`src/common/pu_spi_pkg.sv`:
```
`default_nettype none

package pu_spi_pkg;

  // system bus word and attribute sizes.
  localparam int pu_data_width_default = 32;
  localparam int pu_attr_width         = 4;

  localparam int pu_buf_size_default   = 6;  // words per buffer.

  // attribute bits on attr_out that are valid while signal_oe is high.
  localparam int attr_invalid  = 0;  // read while the receive buffer was empty.
  localparam int attr_overflow = 1;  // a received word was dropped since the last clear.

endpackage

`default_nettype wire

```
`src/common/spi_proto_pkg.sv`:
```
`default_nettype none

package spi_proto_pkg;

  localparam int spi_byte_width_default = 8;  // one spi frame.

  // shifted out on miso while no send word is queued.
  localparam logic [spi_byte_width_default-1:0] spi_idle_byte = '0;

  // driver transfer state that tracks cs.
  typedef enum logic [1:0] {
    idle,    // cs high and waiting for a transfer.
    active,  // cs low while bits are moving.
    done     // cs went high and the driver winds down for one cycle.
  } spi_drv_state_t;

endpackage

`default_nettype wire

```
`src/spi/spi_slave_driver.sv`:
```
`default_nettype none

module spi_slave_driver #(
  parameter int SPI_DATA_WIDTH = spi_proto_pkg::spi_byte_width_default
) (
  input  logic                      clk,
  input  logic                      rst,
  input  logic                      clear,
  input  logic [SPI_DATA_WIDTH-1:0] tx_byte,
  output logic [SPI_DATA_WIDTH-1:0] rx_byte,
  output logic                      byte_done,
  output logic                      xfer_start,
  output logic                      xfer_stop,
  input  logic                      mosi,
  input  logic                      sclk,
  input  logic                      cs,
  output logic                      miso
);

  import spi_proto_pkg::*;

  localparam int CNT_W = (SPI_DATA_WIDTH > 1) ? $clog2(SPI_DATA_WIDTH) : 1;
  localparam logic [CNT_W-1:0] LAST_BIT = CNT_W'(SPI_DATA_WIDTH - 1);

  // [0] and [1] form the synchronizer, [2] holds the previous value.
  logic [2:0]                sclk_sync;
  logic [2:0]                cs_sync;
  logic [1:0]                mosi_sync;
  logic                      sclk_rise;
  logic                      sclk_fall;
  logic                      cs_fall;
  logic                      cs_rise;
  spi_drv_state_t            state;
  logic [CNT_W-1:0]          bit_cnt;
  logic [SPI_DATA_WIDTH-1:0] rx_shift;
  logic [SPI_DATA_WIDTH-1:0] tx_shift;

  always_ff @(posedge clk or posedge rst) begin
    if (rst) begin
      sclk_sync <= '0;
      cs_sync   <= '1;  // bus idles deselected.
      mosi_sync <= '0;
    end else begin
      sclk_sync <= {sclk_sync[1:0], sclk};
      cs_sync   <= {cs_sync[1:0], cs};
      mosi_sync <= {mosi_sync[0], mosi};
    end
  end

  assign sclk_rise = sclk_sync[1] & ~sclk_sync[2];
  assign sclk_fall = ~sclk_sync[1] & sclk_sync[2];
  assign cs_fall   = ~cs_sync[1] & cs_sync[2];
  assign cs_rise   = cs_sync[1] & ~cs_sync[2];

  always_ff @(posedge clk or posedge rst) begin
    if (rst) begin
      state      <= idle;
      xfer_start <= 1'b0;
      xfer_stop  <= 1'b0;
    end else begin
      xfer_start <= 1'b0;
      xfer_stop  <= 1'b0;
      case (state)
        idle: begin
          if (cs_fall) begin
            state      <= active;
            xfer_start <= 1'b1;
          end
        end
        active: begin
          if (cs_rise) begin
            state     <= done;
            xfer_stop <= 1'b1;
          end
        end
        default: state <= idle;
      endcase
    end
  end

  always_ff @(posedge clk or posedge rst) begin
    if (rst) begin
      bit_cnt   <= '0;
      byte_done <= 1'b0;
      tx_shift  <= SPI_DATA_WIDTH'(spi_idle_byte);
    end else begin
      byte_done <= 1'b0;
      if (clear) begin
        bit_cnt  <= '0;
        tx_shift <= SPI_DATA_WIDTH'(spi_idle_byte);
      end else if (state == active) begin
        if (sclk_rise) begin
          bit_cnt   <= (bit_cnt == LAST_BIT) ? '0 : bit_cnt + 1'b1;
          byte_done <= (bit_cnt == LAST_BIT);
        end else if (sclk_fall) begin
          // the fall that closes a byte brings up the next one.
          tx_shift <= (bit_cnt == '0) ? tx_byte : tx_shift << 1;
        end
      end else begin
        bit_cnt <= '0;
        if (state == idle && cs_fall) begin
          tx_shift <= tx_byte;
        end
      end
    end
  end

  always_ff @(posedge clk) begin
    if (state == active && sclk_rise) begin
      rx_shift <= {rx_shift[SPI_DATA_WIDTH-2:0], mosi_sync[1]};
    end
  end

  assign rx_byte = rx_shift;  // complete while byte_done is high.
  assign miso    = tx_shift[SPI_DATA_WIDTH-1];

endmodule

`default_nettype wire

```
`src/spi/spi_buffer.sv`:
```
`default_nettype none

module spi_buffer #(
  parameter int DATA_WIDTH = pu_spi_pkg::pu_data_width_default,
  parameter int BUF_SIZE   = pu_spi_pkg::pu_buf_size_default
) (
  input  logic                  clk,
  input  logic                  rst,
  input  logic                  clear,
  input  logic                  push,
  input  logic [DATA_WIDTH-1:0] push_data,
  input  logic                  pop,
  output logic [DATA_WIDTH-1:0] head,
  output logic                  empty,
  output logic                  full,
  output logic                  dropped
);

  localparam int PTR_W = (BUF_SIZE > 1) ? $clog2(BUF_SIZE) : 1;
  localparam int CNT_W = $clog2(BUF_SIZE + 1);
  localparam logic [PTR_W-1:0] LAST_PTR = PTR_W'(BUF_SIZE - 1);
  localparam logic [CNT_W-1:0] MAX_CNT  = CNT_W'(BUF_SIZE);

  logic [DATA_WIDTH-1:0] mem [BUF_SIZE];
  logic [PTR_W-1:0]      wr_ptr;
  logic [PTR_W-1:0]      rd_ptr;
  logic [CNT_W-1:0]      count;
  logic                  do_push;
  logic                  do_pop;

  assign empty   = (count == '0);
  assign full    = (count == MAX_CNT);
  assign do_push = push && !full;
  assign do_pop  = pop && !empty;
  assign head    = mem[rd_ptr];  // stale while empty.

  always_ff @(posedge clk or posedge rst) begin
    if (rst) begin
      wr_ptr  <= '0;
      rd_ptr  <= '0;
      count   <= '0;
      dropped <= 1'b0;
    end else if (clear) begin
      wr_ptr  <= '0;
      rd_ptr  <= '0;
      count   <= '0;
      dropped <= 1'b0;
    end else begin
      if (do_push) begin
        wr_ptr <= (wr_ptr == LAST_PTR) ? '0 : wr_ptr + 1'b1;
      end
      if (do_pop) begin
        rd_ptr <= (rd_ptr == LAST_PTR) ? '0 : rd_ptr + 1'b1;
      end
      case ({do_push, do_pop})
        2'b10:   count <= count + 1'b1;
        2'b01:   count <= count - 1'b1;
        default: count <= count;
      endcase
      if (push && full) begin
        dropped <= 1'b1;  // sticky until clear.
      end
    end
  end

  always_ff @(posedge clk) begin
    if (do_push) begin
      mem[wr_ptr] <= push_data;
    end
  end

endmodule

`default_nettype wire

```
`src/spi/spi_transfer_framer.sv`:
```
`default_nettype none

module spi_transfer_framer #(
  parameter int DATA_WIDTH     = pu_spi_pkg::pu_data_width_default,
  parameter int SPI_DATA_WIDTH = spi_proto_pkg::spi_byte_width_default
) (
  input  logic                      clk,
  input  logic                      rst,
  input  logic                      clear,
  input  logic                      byte_done,
  input  logic                      xfer_stop,
  input  logic [SPI_DATA_WIDTH-1:0] rx_byte,
  output logic [SPI_DATA_WIDTH-1:0] tx_byte,
  input  logic [DATA_WIDTH-1:0]     send_head,
  input  logic                      send_empty,
  output logic                      send_pop,
  output logic                      recv_push,
  output logic [DATA_WIDTH-1:0]     recv_word
);

  import spi_proto_pkg::*;

  localparam int NUM_BYTES = DATA_WIDTH / SPI_DATA_WIDTH;
  localparam int IDX_W     = (NUM_BYTES > 1) ? $clog2(NUM_BYTES) : 1;
  localparam logic [IDX_W-1:0] LAST_IDX = IDX_W'(NUM_BYTES - 1);

  logic [IDX_W-1:0]      tx_idx;
  logic [IDX_W-1:0]      rx_idx;
  logic                  tx_last;
  logic                  rx_last;
  logic [DATA_WIDTH-1:0] rx_word;

  assign tx_last = (tx_idx == LAST_IDX);
  assign rx_last = (rx_idx == LAST_IDX);

  // byte 0 is the most significant one.
  always_comb begin
    if (send_empty) begin
      tx_byte = SPI_DATA_WIDTH'(spi_idle_byte);
    end else begin
      tx_byte = send_head[DATA_WIDTH-1-int'(tx_idx)*SPI_DATA_WIDTH -: SPI_DATA_WIDTH];
    end
  end

  // the head word leaves once its last byte is on its way.
  assign send_pop = byte_done && !send_empty && tx_last;

  always_ff @(posedge clk or posedge rst) begin
    if (rst) begin
      tx_idx    <= '0;
      rx_idx    <= '0;
      recv_push <= 1'b0;
    end else begin
      recv_push <= 1'b0;
      if (clear || xfer_stop) begin
        tx_idx <= '0;  // a partial receive word is dropped here.
        rx_idx <= '0;
      end else if (byte_done) begin
        if (!send_empty) begin
          tx_idx <= tx_last ? '0 : tx_idx + 1'b1;
        end
        rx_idx    <= rx_last ? '0 : rx_idx + 1'b1;
        recv_push <= rx_last;
      end
    end
  end

  always_ff @(posedge clk) begin
    if (byte_done) begin
      rx_word[DATA_WIDTH-1-int'(rx_idx)*SPI_DATA_WIDTH -: SPI_DATA_WIDTH] <= rx_byte;
    end
  end

  assign recv_word = rx_word;

endmodule

`default_nettype wire

```
`src/pu_slave_spi.sv`:
```
`default_nettype none

module pu_slave_spi #(
  parameter int DATA_WIDTH     = pu_spi_pkg::pu_data_width_default,
  parameter int SPI_DATA_WIDTH = spi_proto_pkg::spi_byte_width_default,
  parameter int BUF_SIZE       = pu_spi_pkg::pu_buf_size_default
) (
  input  logic                               clk,
  input  logic                               rst,
  input  logic                               signal_cycle,
  input  logic                               signal_wr,
  input  logic [DATA_WIDTH-1:0]              data_in,
  input  logic                               signal_oe,
  output logic [DATA_WIDTH-1:0]              data_out,
  output logic [pu_spi_pkg::pu_attr_width-1:0] attr_out,
  output logic                               flag_start,
  output logic                               flag_stop,
  input  logic                               mosi,
  output logic                               miso,
  input  logic                               sclk,
  input  logic                               cs
);

  import pu_spi_pkg::*;

  logic                      buffer_clear;
  logic [SPI_DATA_WIDTH-1:0] tx_byte;
  logic [SPI_DATA_WIDTH-1:0] rx_byte;
  logic                      byte_done;
  logic                      xfer_stop;
  logic [DATA_WIDTH-1:0]     send_head;
  logic                      send_empty;
  logic                      send_pop;
  logic                      recv_push;
  logic [DATA_WIDTH-1:0]     recv_word;
  logic [DATA_WIDTH-1:0]     recv_head;
  logic                      recv_empty;
  logic                      recv_dropped;

  // a new computation cycle empties both buffers one clock later.
  always_ff @(posedge clk or posedge rst) begin
    if (rst) begin
      buffer_clear <= 1'b0;
    end else begin
      buffer_clear <= signal_cycle;
    end
  end

  // flag_start marks idle to active, flag_stop active to done.
  spi_slave_driver #(
    .SPI_DATA_WIDTH(SPI_DATA_WIDTH)
  ) u_spi_slave_driver (
    .clk       (clk),
    .rst       (rst),
    .clear     (buffer_clear),
    .tx_byte   (tx_byte),
    .rx_byte   (rx_byte),
    .byte_done (byte_done),
    .xfer_start(flag_start),
    .xfer_stop (xfer_stop),
    .mosi      (mosi),
    .sclk      (sclk),
    .cs        (cs),
    .miso      (miso)
  );

  assign flag_stop = xfer_stop;

  spi_transfer_framer #(
    .DATA_WIDTH    (DATA_WIDTH),
    .SPI_DATA_WIDTH(SPI_DATA_WIDTH)
  ) u_spi_transfer_framer (
    .clk       (clk),
    .rst       (rst),
    .clear     (buffer_clear),
    .byte_done (byte_done),
    .xfer_stop (xfer_stop),
    .rx_byte   (rx_byte),
    .tx_byte   (tx_byte),
    .send_head (send_head),
    .send_empty(send_empty),
    .send_pop  (send_pop),
    .recv_push (recv_push),
    .recv_word (recv_word)
  );

  spi_buffer #(
    .DATA_WIDTH(DATA_WIDTH),
    .BUF_SIZE  (BUF_SIZE)
  ) send_buffer (
    .clk      (clk),
    .rst      (rst),
    .clear    (buffer_clear),
    .push     (signal_wr),  // a write into a full buffer is lost.
    .push_data(data_in),
    .pop      (send_pop),
    .head     (send_head),
    .empty    (send_empty),
    .full     (),
    .dropped  ()
  );

  spi_buffer #(
    .DATA_WIDTH(DATA_WIDTH),
    .BUF_SIZE  (BUF_SIZE)
  ) receive_buffer (
    .clk      (clk),
    .rst      (rst),
    .clear    (buffer_clear),
    .push     (recv_push),
    .push_data(recv_word),
    .pop      (signal_oe),
    .head     (recv_head),
    .empty    (recv_empty),
    .full     (),
    .dropped  (recv_dropped)
  );

  // zero while not selected, so several units can share the bus.
  always_comb begin
    data_out = '0;
    attr_out = '0;
    if (signal_oe) begin
      if (!recv_empty) begin
        data_out = recv_head;
      end
      attr_out[attr_invalid]  = recv_empty;
      attr_out[attr_overflow] = recv_dropped;
    end
  end

endmodule

`default_nettype wire

```
`config.mk`:
```
export PLATFORM = sky130hd
export DESIGN_NAME = pu_slave_spi
export DESIGN_NICKNAME = d
export VERILOG_FILES = /design/src/common/pu_spi_pkg.sv /design/src/common/spi_proto_pkg.sv /design/src/spi/spi_slave_driver.sv /design/src/spi/spi_buffer.sv /design/src/spi/spi_transfer_framer.sv /design/src/pu_slave_spi.sv
export SDC_FILE = /design/constraint.sdc
export NUM_CORES = 1
export LEC_CHECK = 0
export BUFFER_PORTS_ARGS = -buffer_cell sky130_fd_sc_hd__buf_2
export CAP_MARGIN = 30
export CORE_ASPECT_RATIO = 0.6
export CORE_MARGIN = 5
export CORE_UTILIZATION = 61
export CTS_CLUSTER_DIAMETER = 150
export DETAILED_ROUTE_END_ITERATION = 12
export GPL_ROUTABILITY_DRIVEN = 1
export GPL_TIMING_DRIVEN = 0
export HOLD_SLACK_MARGIN = 0.12
export PLACE_DENSITY = 0.83
export SLEW_MARGIN = 40
export SYNTH_ARGS = -nofsm -noshare
export SYNTH_HDL_FRONTEND = slang
export SYNTH_HIERARCHICAL = 1
export SYNTH_SLANG_ARGS = --single-unit
```
`constraint.sdc`:
```
create_clock -name clk -period 6.08 [get_ports clk]
set_input_delay 0.912 -clock clk [delete_from_list [all_inputs] [get_ports clk]]
set_output_delay 0.912 -clock clk [all_outputs]
set_load 0.02 [all_outputs]
```
==> results of run 1 <==
[flip-flops by register name, summed over array words and instances, names as in the netlist, 8 cells and up]
register	count
receive_buffer/mem	192
send_buffer/mem	192
u_spi_slave_driver/rx_byte	8
u_spi_slave_driver/tx_shift	8
u_spi_transfer_framer/recv_word	32
[final cells by class]
| type | instances | area [um2] | area share |
|---|---|---|---|
| inverter | 15 | 63.81 | 0.002935 |
| antenna | 1 | 2.502 | 0.0001151 |
| buffer | 61 | 332.8 | 0.01531 |
| clock inverter | 21 | 225.2 | 0.01036 |
| sequential | 473 | 13960 | 0.6421 |
| timing repair buffer | 125 | 735.7 | 0.03384 |
| tap | 416 | 520.5 | 0.02394 |
| multi-input combinational | 526 | 4703 | 0.2163 |
| clock buffer | 56 | 1197 | 0.05507 |
[stage by stage]
stage	hold slack [ns]	cell area, um2
after floorplan	0.3312	19000
after global placement	0.3365	19900
after detailed placement	0.3347	20320
after CTS	0.2639	21740
after global routing	0.2568	21740
final	0.2795	21740
[worst min-delay path by stage]
| stage | cells after the start | to |
|---|---|---|
| floorplan | 0 | u_spi_slave_driver/mosi_sync[1]$_DFF_PP0_ |
| global placement | 0 | u_spi_slave_driver/sclk_sync[1]$_DFF_PP0_ |
| detailed placement | 0 | u_spi_slave_driver/sclk_sync[1]$_DFF_PP0_ |
| CTS | 2 | buffer_clear$_DFF_PP0_ |
| global route | 2 | buffer_clear$_DFF_PP0_ |
| finish | 2 | buffer_clear$_DFF_PP0_ |
[power groups by stage]
stage	logic (mW)	clock network [mW]	registers (mW)
after floorplan	0.111	0	3.67
after global placement	0.180	0	3.68
after detailed placement	0.196	0	3.68
after CTS	0.198	2.76	3.61
after global routing	0.218	2.93	3.61
final	0.199	2.72	3.61
[worst max-delay path, stage by stage, from the launching register on]
cell and delay [ns]:
dfrtp_1 0.41, clkbuf_1 0.50, clkbuf_1 0.51, nor2_1 0.11
a21oi_1 0.25, and3b_1 0.19, buf_2 0.16
[layer usage]
metal  vias up  global-route usage  part of all wire  wire length (um)
li1       4530                   -                 -                 -
met1      5278              0.3682              0.43             17350
met2       531              0.3406              0.45             18270
met3        65             0.05366             0.099              4000
met4         6             0.04556             0.015               596
met5         -                   0           0.00055                22
==> flow_summary.ini, run 1 <==
[critical_path]
required_ns = 5.17
rrSetupSlack_ns = 3.40
crit_path_start_kind = flip-flop
path_class = flip-flop to output port
rr_endpoint = send_buffer/mem[0][16]$_DFFE_PP_
r2r_start = send_buffer/count[0]$_DFFE_PP0P_
reg2reg_depth = 8
cp_max_fo = 10
cp-endpoint = data_out[28]
worstPathArrival_ns = 2.67
cp-end-kind = output port
crit_path_start = receive_buffer/rd_ptr[2]$_DFFE_PP0P_

[synth]
ys_warn_count = 6
syn_area_um2 = 19000
synth_cells = 1074
syn_avg_cell_area_um2 = 17.69

[power]
p_per_area_nw_per_um2 = 300.3
power_leakage_nw = 7.206
swShare = 0.1960
clkPwrFrac = 0.417
switchingPower_mw = 1.280
seqPwrFrac = 0.553
comb_power_share = 0.030
ir_drop_v = 0.0002089
p_int_mw = 5.250
finalPower_mw = 6.530

[die]
core_um2 = 30970
rows = 50
die-area_um2 = 34890
ioPinCount = 79
die_w_um = 237.8
chipHeight_um = 146.7
start_util = 0.6134

[timing]
hold_viol = 0
min_period_ns = 3.579
drv_slew = 0
fmax_ghz = 0.2794
worstMarginPinSlew_ns = 0.7481
fin_skew_ns = 0.01273
rsz0062_at_grt = false
worst_slack_ns = 2.501
tns_ns = 0
period_share = 0.5887
relSlewSlack = 0.4950
setup_viol = 0

[placement]
dp.cells = 1616
place_congestion = 0.8434
dpl.hpwl_mm = 26.78
dp_slack_ns = 3.061
io_buffers = 76

[clocking]
clkTransAtPathRegs_ns = 0.06
clock_latency_ns = 0.54
postCtsHoldBufs = 0
clockBufferDepth = 3
numCtsBuffers = 43
root_buffer = clkbuf_16
cts.sinks = 473
cts_resized = 0
post-cts-setup-buffer-count = 0
htreeDepth = 2
cts_tree = done

[cells_and_area]
final_nets = 1295
finalCoreUtilization = 0.7021
final_common_cell = edfxtp_1
layout_common_cells = 424 x edfxtp_1, 131 x buf_2, 87 x mux2i_1
fin_cells = 1694
n_fill_cell = 1884
drive_gt1_frac = 0.2529
syn_to_final_growth_pct = 14.46

[global_routing]
grt_usage = 0.2325
grt_pass1_wl_mm = 62.46
overflow = 0
grt_pass1_vias = 10550
grt_max_degree = 33
grt_antenna_before_repair = 3

[worst_hold_path]
hp-class = input port to async pin

[route]
vias = 10410
drt-initial-drc-count = 1346
dr.pass1.iters = 5
wl_per_cell_um = 23.75
vias_per_cell = 6.145
drc = 0
wl_mm = 40.23
antenna_left = 0

[flow_run]
maxCapViolations = 0

[outcome]
status = finished, final reports clean
No activity file was read; power rests on OpenSTA's default activity.
==> run 2, diff against run 1 <==
Settings changed: CORE_UTILIZATION 61 to 55, PLACE_DENSITY 0.83 to 0.79.
Clock period 6.08 ns to 3.2 ns, I/O delays scaled along.
==> flow_summary.ini, run 2 (same netlist as run 1, synthesis figures left out) <==
[outcome]
status = finished, final reports clean

[placement]
dp_slack_ns = 0.5617
place_area_um2 = 20400
place_congestion = 0.8669
io_buffers = 76
dpl.hpwl_mm = 27.03

[global_routing]
grt_pass1_wl_mm = 62.18
grt_usage = 0.2092
overflow = 0
grt_antenna_before_repair = 2
grt_max_degree = 33
grt_pass1_vias = 10400

[timing]
relSlewSlack = 0.4910
drv_slew = 0
worstMarginPinSlew_ns = 0.7635
setup_viol = 0
worst_slack_ns = 0.1643
hold_viol = 0
period_share = 0.9487
rsz0062_at_grt = false
fin_skew_ns = 0.01327
fmax_ghz = 0.3294
min_period_ns = 3.036

[die]
core_um2 = 33900
chipHeight_um = 154.0
rows = 52
ioPinCount = 79
die_w_um = 249.9
die-area_um2 = 38480
start_util = 0.5604

[worst_hold_path]
hp-class = input port to flip-flop

[clocking]
htreeDepth = 2
clock_latency_ns = 0.53
cts_tree = done
numCtsBuffers = 42
clockBufferDepth = 3
root_buffer = clkbuf_16
post-cts-setup-buffer-count = 0
cts.sinks = 473
clkTransAtPathRegs_ns = 0.07

[critical_path]
worstPathArrival_ns = 2.56
path_class = flip-flop to output port
cp-end-kind = output port
cp_max_fo = 10
required_ns = 2.72
crit_path_start_kind = flip-flop

[power]
seqPwrFrac = 0.559
power_leakage_nw = 7.123
swShare = 0.1963
switchingPower_mw = 2.408
clkPwrFrac = 0.410
ir_drop_v = 0.0003621
p_per_area_nw_per_um2 = 562.0
p_int_mw = 9.862
comb_power_share = 0.032

[route]
wl_mm = 40.28
vias_per_cell = 5.990
antenna_left = 0
drt-initial-drc-count = 1065
vias = 10320
dr.max_layer_used = met5
dr.pass1.iters = 5
drt-met1-wl_mm = 17.99
wl_met3_mm = 3.610
wl_met2_mm = 17.91
wl_per_cell_um = 23.39
drc = 0

[cells_and_area]
finalCoreUtilization = 0.6441
syn_to_final_growth_pct = 14.95
final_nets = 1280
drive_gt1_frac = 0.2441
layout_common_cells = 424 x edfxtp_1, 97 x buf_2, 87 x mux2i_1
final_common_cell = edfxtp_1
design_area_um2 = 21830

[flow_run]
maxCapViolations = 0
run 2: cell types whose count changed in the layout (fill, tap and decap cells not counted), sizes merged:
cell,previous run,this run
dlygate4sd3,0,5
bufinv,5,2
clkbuf,75,82
clkinv,16,10
buf,167,149
run 2: area by class of cell:
type | instances | area [um2]
buffer | 60 | 330.3
tap | 459 | 574.3
antenna | 1 | 2.502
sequential | 473 | 13960
timing repair buffer | 112 | 764.5
multi-input combinational | 526 | 4751
fill | 2282 | 12060
inverter | 15 | 63.81
clock inverter | 12 | 108.9
clock buffer | 64 | 1277
run 2: metal layers:
| metal | global-route usage | vias up |
|---|---|---|
| met3 | 0.04474 | 52 |
| met1 | 0.3283 | 5308 |
| li1 | - | 4510 |
| met4 | 0.04778 | 2 |
| met2 | 0.3064 | 443 |
| met5 | 0 | - |
run 2: critical path: stages (launching register included):
cell      delay [ns]
dfrtp_1         0.38
clkbuf_1        0.45
clkbuf_1        0.56
a21oi_1         0.24
and3b_1         0.23
buf_2           0.15
run 2: path summary, 6_finish.rpt:
kind | startpoint | endpoint | slack, ns | cells after the start
setup / recovery | receive_buffer/rd_ptr[2]$_DFFE_PP0P_ | data_out[30] | 0.16 | 5
hold / removal | data_in[19] | send_buffer/mem[5][19]$_DFFE_PP_ | 0.18 | 1
setup reg to reg | send_buffer/count[1]$_DFFE_PP0P_ | send_buffer/count[2]$_DFFE_PP0P_ | 0.43 | 9
hold reg to reg | u_spi_slave_driver/mosi_sync[0]$_DFF_PP0_ | u_spi_slave_driver/mosi_sync[1]$_DFF_PP0_ | 0.35 | 0
max in group asynchronous | rst | u_spi_slave_driver/cs_sync[1]$_DFF_PP1_ | 2.25 | 3
min in group asynchronous | rst | buffer_clear$_DFF_PP0_ | 0.41 | 3
run 2: power by group through the flow:
| stage | combinational (mW) | clock, mW | sequential (mW) |
|---|---|---|---|
| finish | 0.388 | 5.03 | 6.86 |
| global route | 0.425 | 5.40 | 6.86 |
| CTS | 0.388 | 5.12 | 6.86 |
| detailed placement | 0.381 | 0 | 6.99 |
| global placement | 0.346 | 0 | 6.99 |
| floorplan | 0.213 | 0 | 6.97 |
run 2: per-stage QoR:
| step | power, mW | hold WS (ns) | setup TNS, ns | cells |
|---|---|---|---|---|
| after floorplan | 7.186 | 0.2087 | 0 | 1075 |
| after global placement | 7.331 | 0.3384 | -249.42 | 1610 |
| after detailed placement | 7.368 | 0.3418 | 0 | 1641 |
| after CTS | 12.37 | 0.1632 | 0 | 1722 |
| after global routing | 12.69 | 0.1625 | 0 | 1722 |
| final | 12.27 | 0.1822 | 0 | 1722 |
run 2: what timing repair did:
| action | 4_1_cts | 5_1_grt |
|---|---|---|
| resized for setup | 0 | 2 |
| hold buffers | 5 | 0 |
| hold endpoints to repair | 50 | 0 |
| setup endpoints to repair | 0 | 8 |
==> run 3, diff against run 2 <==
Settings changed: PLACE_DENSITY 0.79 to 0.75, SLEW_MARGIN 40 to 5.
==> flow_summary.ini, run 3 (same netlist as run 1, synthesis figures left out) <==
[critical_path]
rr_endpoint = send_buffer/count[2]$_DFFE_PP0P_
required_ns = 2.72
crit_path_start_kind = flip-flop
cp_max_fo = 10
rrSetupSlack_ns = 0.52
reg2reg_depth = 9
worstPathArrival_ns = 2.55
cp-end-kind = output port
path_class = flip-flop to output port
r2r_start = send_buffer/count[1]$_DFFE_PP0P_

[worst_hold_path]
whs_path_depth = 1
hold_end = send_buffer/mem[0][17]$_DFFE_PP_
hp-class = input port to flip-flop
hp-start = data_in[17]

[power]
seqPwrFrac = 0.552
power_leakage_nw = 7.080
switchingPower_mw = 2.456
p_int_mw = 9.976
comb_power_share = 0.031
p_per_area_nw_per_um2 = 570.9
finalPower_mw = 12.43
swShare = 0.1975
clkPwrFrac = 0.417
ir_drop_v = 0.0003412

[clocking]
clockBufferDepth = 3
clock_latency_ns = 0.55
cts.sinks = 473
post-cts-setup-buffer-count = 0
numCtsBuffers = 42
clkTransAtPathRegs_ns = 0.07
cts_tree = done
root_buffer = clkbuf_16
htreeDepth = 2

[route]
wl_mm = 40.35
dr.pass1.iters = 5
vias_per_cell = 5.940
wl_per_cell_um = 23.62
vias = 10150
antenna_left = 0
drt-initial-drc-count = 1084
drc = 0

[die]
die-area_um2 = 38480
ioPinCount = 79
core_um2 = 33900
start_util = 0.5604
die_w_um = 249.9
rows = 52
chipHeight_um = 154.0

[placement]
place_area_um2 = 20310
place_congestion = 0.8454
dp_slack_ns = 0.5349
io_buffers = 76
dpl.hpwl_mm = 26.30

[timing]
relSlewSlack = 0.3261
min_period_ns = 3.032
fin_skew_ns = 0.02960
period_share = 0.9476
tns_ns = 0
hold_viol = 0
fmax_ghz = 0.3298
rsz0062_at_grt = false
worstMarginPinSlew_ns = 1.007
drv_slew = 0
setup_viol = 0
worst_slack_ns = 0.1677

[cells_and_area]
n_fill_cell = 2293
multiInputGateArea_um2 = 4751
finalCoreUtilization = 0.6424
layout_common_cells = 424 x edfxtp_1, 96 x buf_2, 87 x mux2i_1
design_area_um2 = 21780
regArea_um2 = 13960
final_nets = 1266
drive_gt1_frac = 0.2362
antenna_cells = 0
final_common_cell = edfxtp_1
syn_to_final_growth_pct = 14.64

[global_routing]
overflow = 0
grt_max_degree = 33
grt_pass1_wl_mm = 62.43
grt_usage = 0.2101
grt_pass1_vias = 10170
grt_antenna_before_repair = 3

[outcome]
status = finished, final reports clean

[flow_run]
maxCapViolations = 0
-- run 3: worst max-delay path: stages, from the launching register on --
cell and delay [ns]:
dfrtp_1 0.39, clkbuf_1 0.47, clkbuf_1 0.55, a21oi_1 0.23, and3b_1 0.22, buf_2 0.15
-- run 3: metrics by stage --
| step | hold slack [ns] | cells |
|---|---|---|
| 6_report | 0.1808 | 1708 |
| 5_1_grt | 0.1736 | 1708 |
| 4_1_cts | 0.1605 | 1708 |
| 3_5_place_dp | 0.3457 | 1626 |
| 3_3_place_gp | 0.3361 | 1610 |
| 2_1_floorplan | 0.2087 | 1075 |
-- run 3: worst max path at each step --
stage / from / end / slack (ns) / cells after the start
after floorplan: receive_buffer/count[0]$_DFFE_PP0P_ / receive_buffer/mem[2][0]$_DFFE_PP_ / 0.12 / 3
after global placement: send_buffer/count[0]$_DFFE_PP0P_ / send_buffer/mem[0][23]$_DFFE_PP_ / -1.43 / 3
after detailed placement: send_buffer/count[1]$_DFFE_PP0P_ / send_buffer/count[2]$_DFFE_PP0P_ / 0.53 / 9
after CTS: receive_buffer/rd_ptr[2]$_DFFE_PP0P_ / data_out[29] / 0.03 / 6
after global routing: receive_buffer/rd_ptr[2]$_DFFE_PP0P_ / data_out[29] / 0.02 / 5
final: receive_buffer/rd_ptr[2]$_DFFE_PP0P_ / data_out[29] / 0.17 / 5
-- run 3: layout make-up --
| type | count | share of cell area |
|---|---|---|
| Clock inverter | 26 | 0.01385 |
| Timing Repair Buffer | 98 | 0.03177 |
| Sequential cell | 473 | 0.6411 |
| Buffer | 60 | 0.01534 |
| Clock buffer | 51 | 0.05079 |
| Inverter | 15 | 0.002585 |
| Multi-Input combinational cell | 526 | 0.2182 |
| Tap cell | 459 | 0.02637 |
-- run 3: power groups by stage --
| stage | combinational (mW) | clock, mW | sequential [mW] |
|---|---|---|---|
| after floorplan | 0.213 | 0 | 6.97 |
| after global placement | 0.345 | 0 | 6.99 |
| after detailed placement | 0.375 | 0 | 6.99 |
| after CTS | 0.384 | 5.29 | 6.86 |
| after global routing | 0.420 | 5.57 | 6.86 |
| final | 0.385 | 5.19 | 6.86 |
-- run 3: repair_timing --
action,in CTS,in global routing
resized for setup,0,3
endpoints found under the hold margin,29,0
endpoints found under the setup margin,0,8
hold buffers,5,0
-- run 3: routing by layer --
layer | GRT usage | wire length, um | vias to the layer above
met5 | 0 | 19 | -
met3 | 0.04390 | 3016 | 47
met2 | 0.3032 | 17810 | 353
li1 | - | - | 4481
met1 | 0.3362 | 18860 | 5261
met4 | 0.04334 | 647 | 4
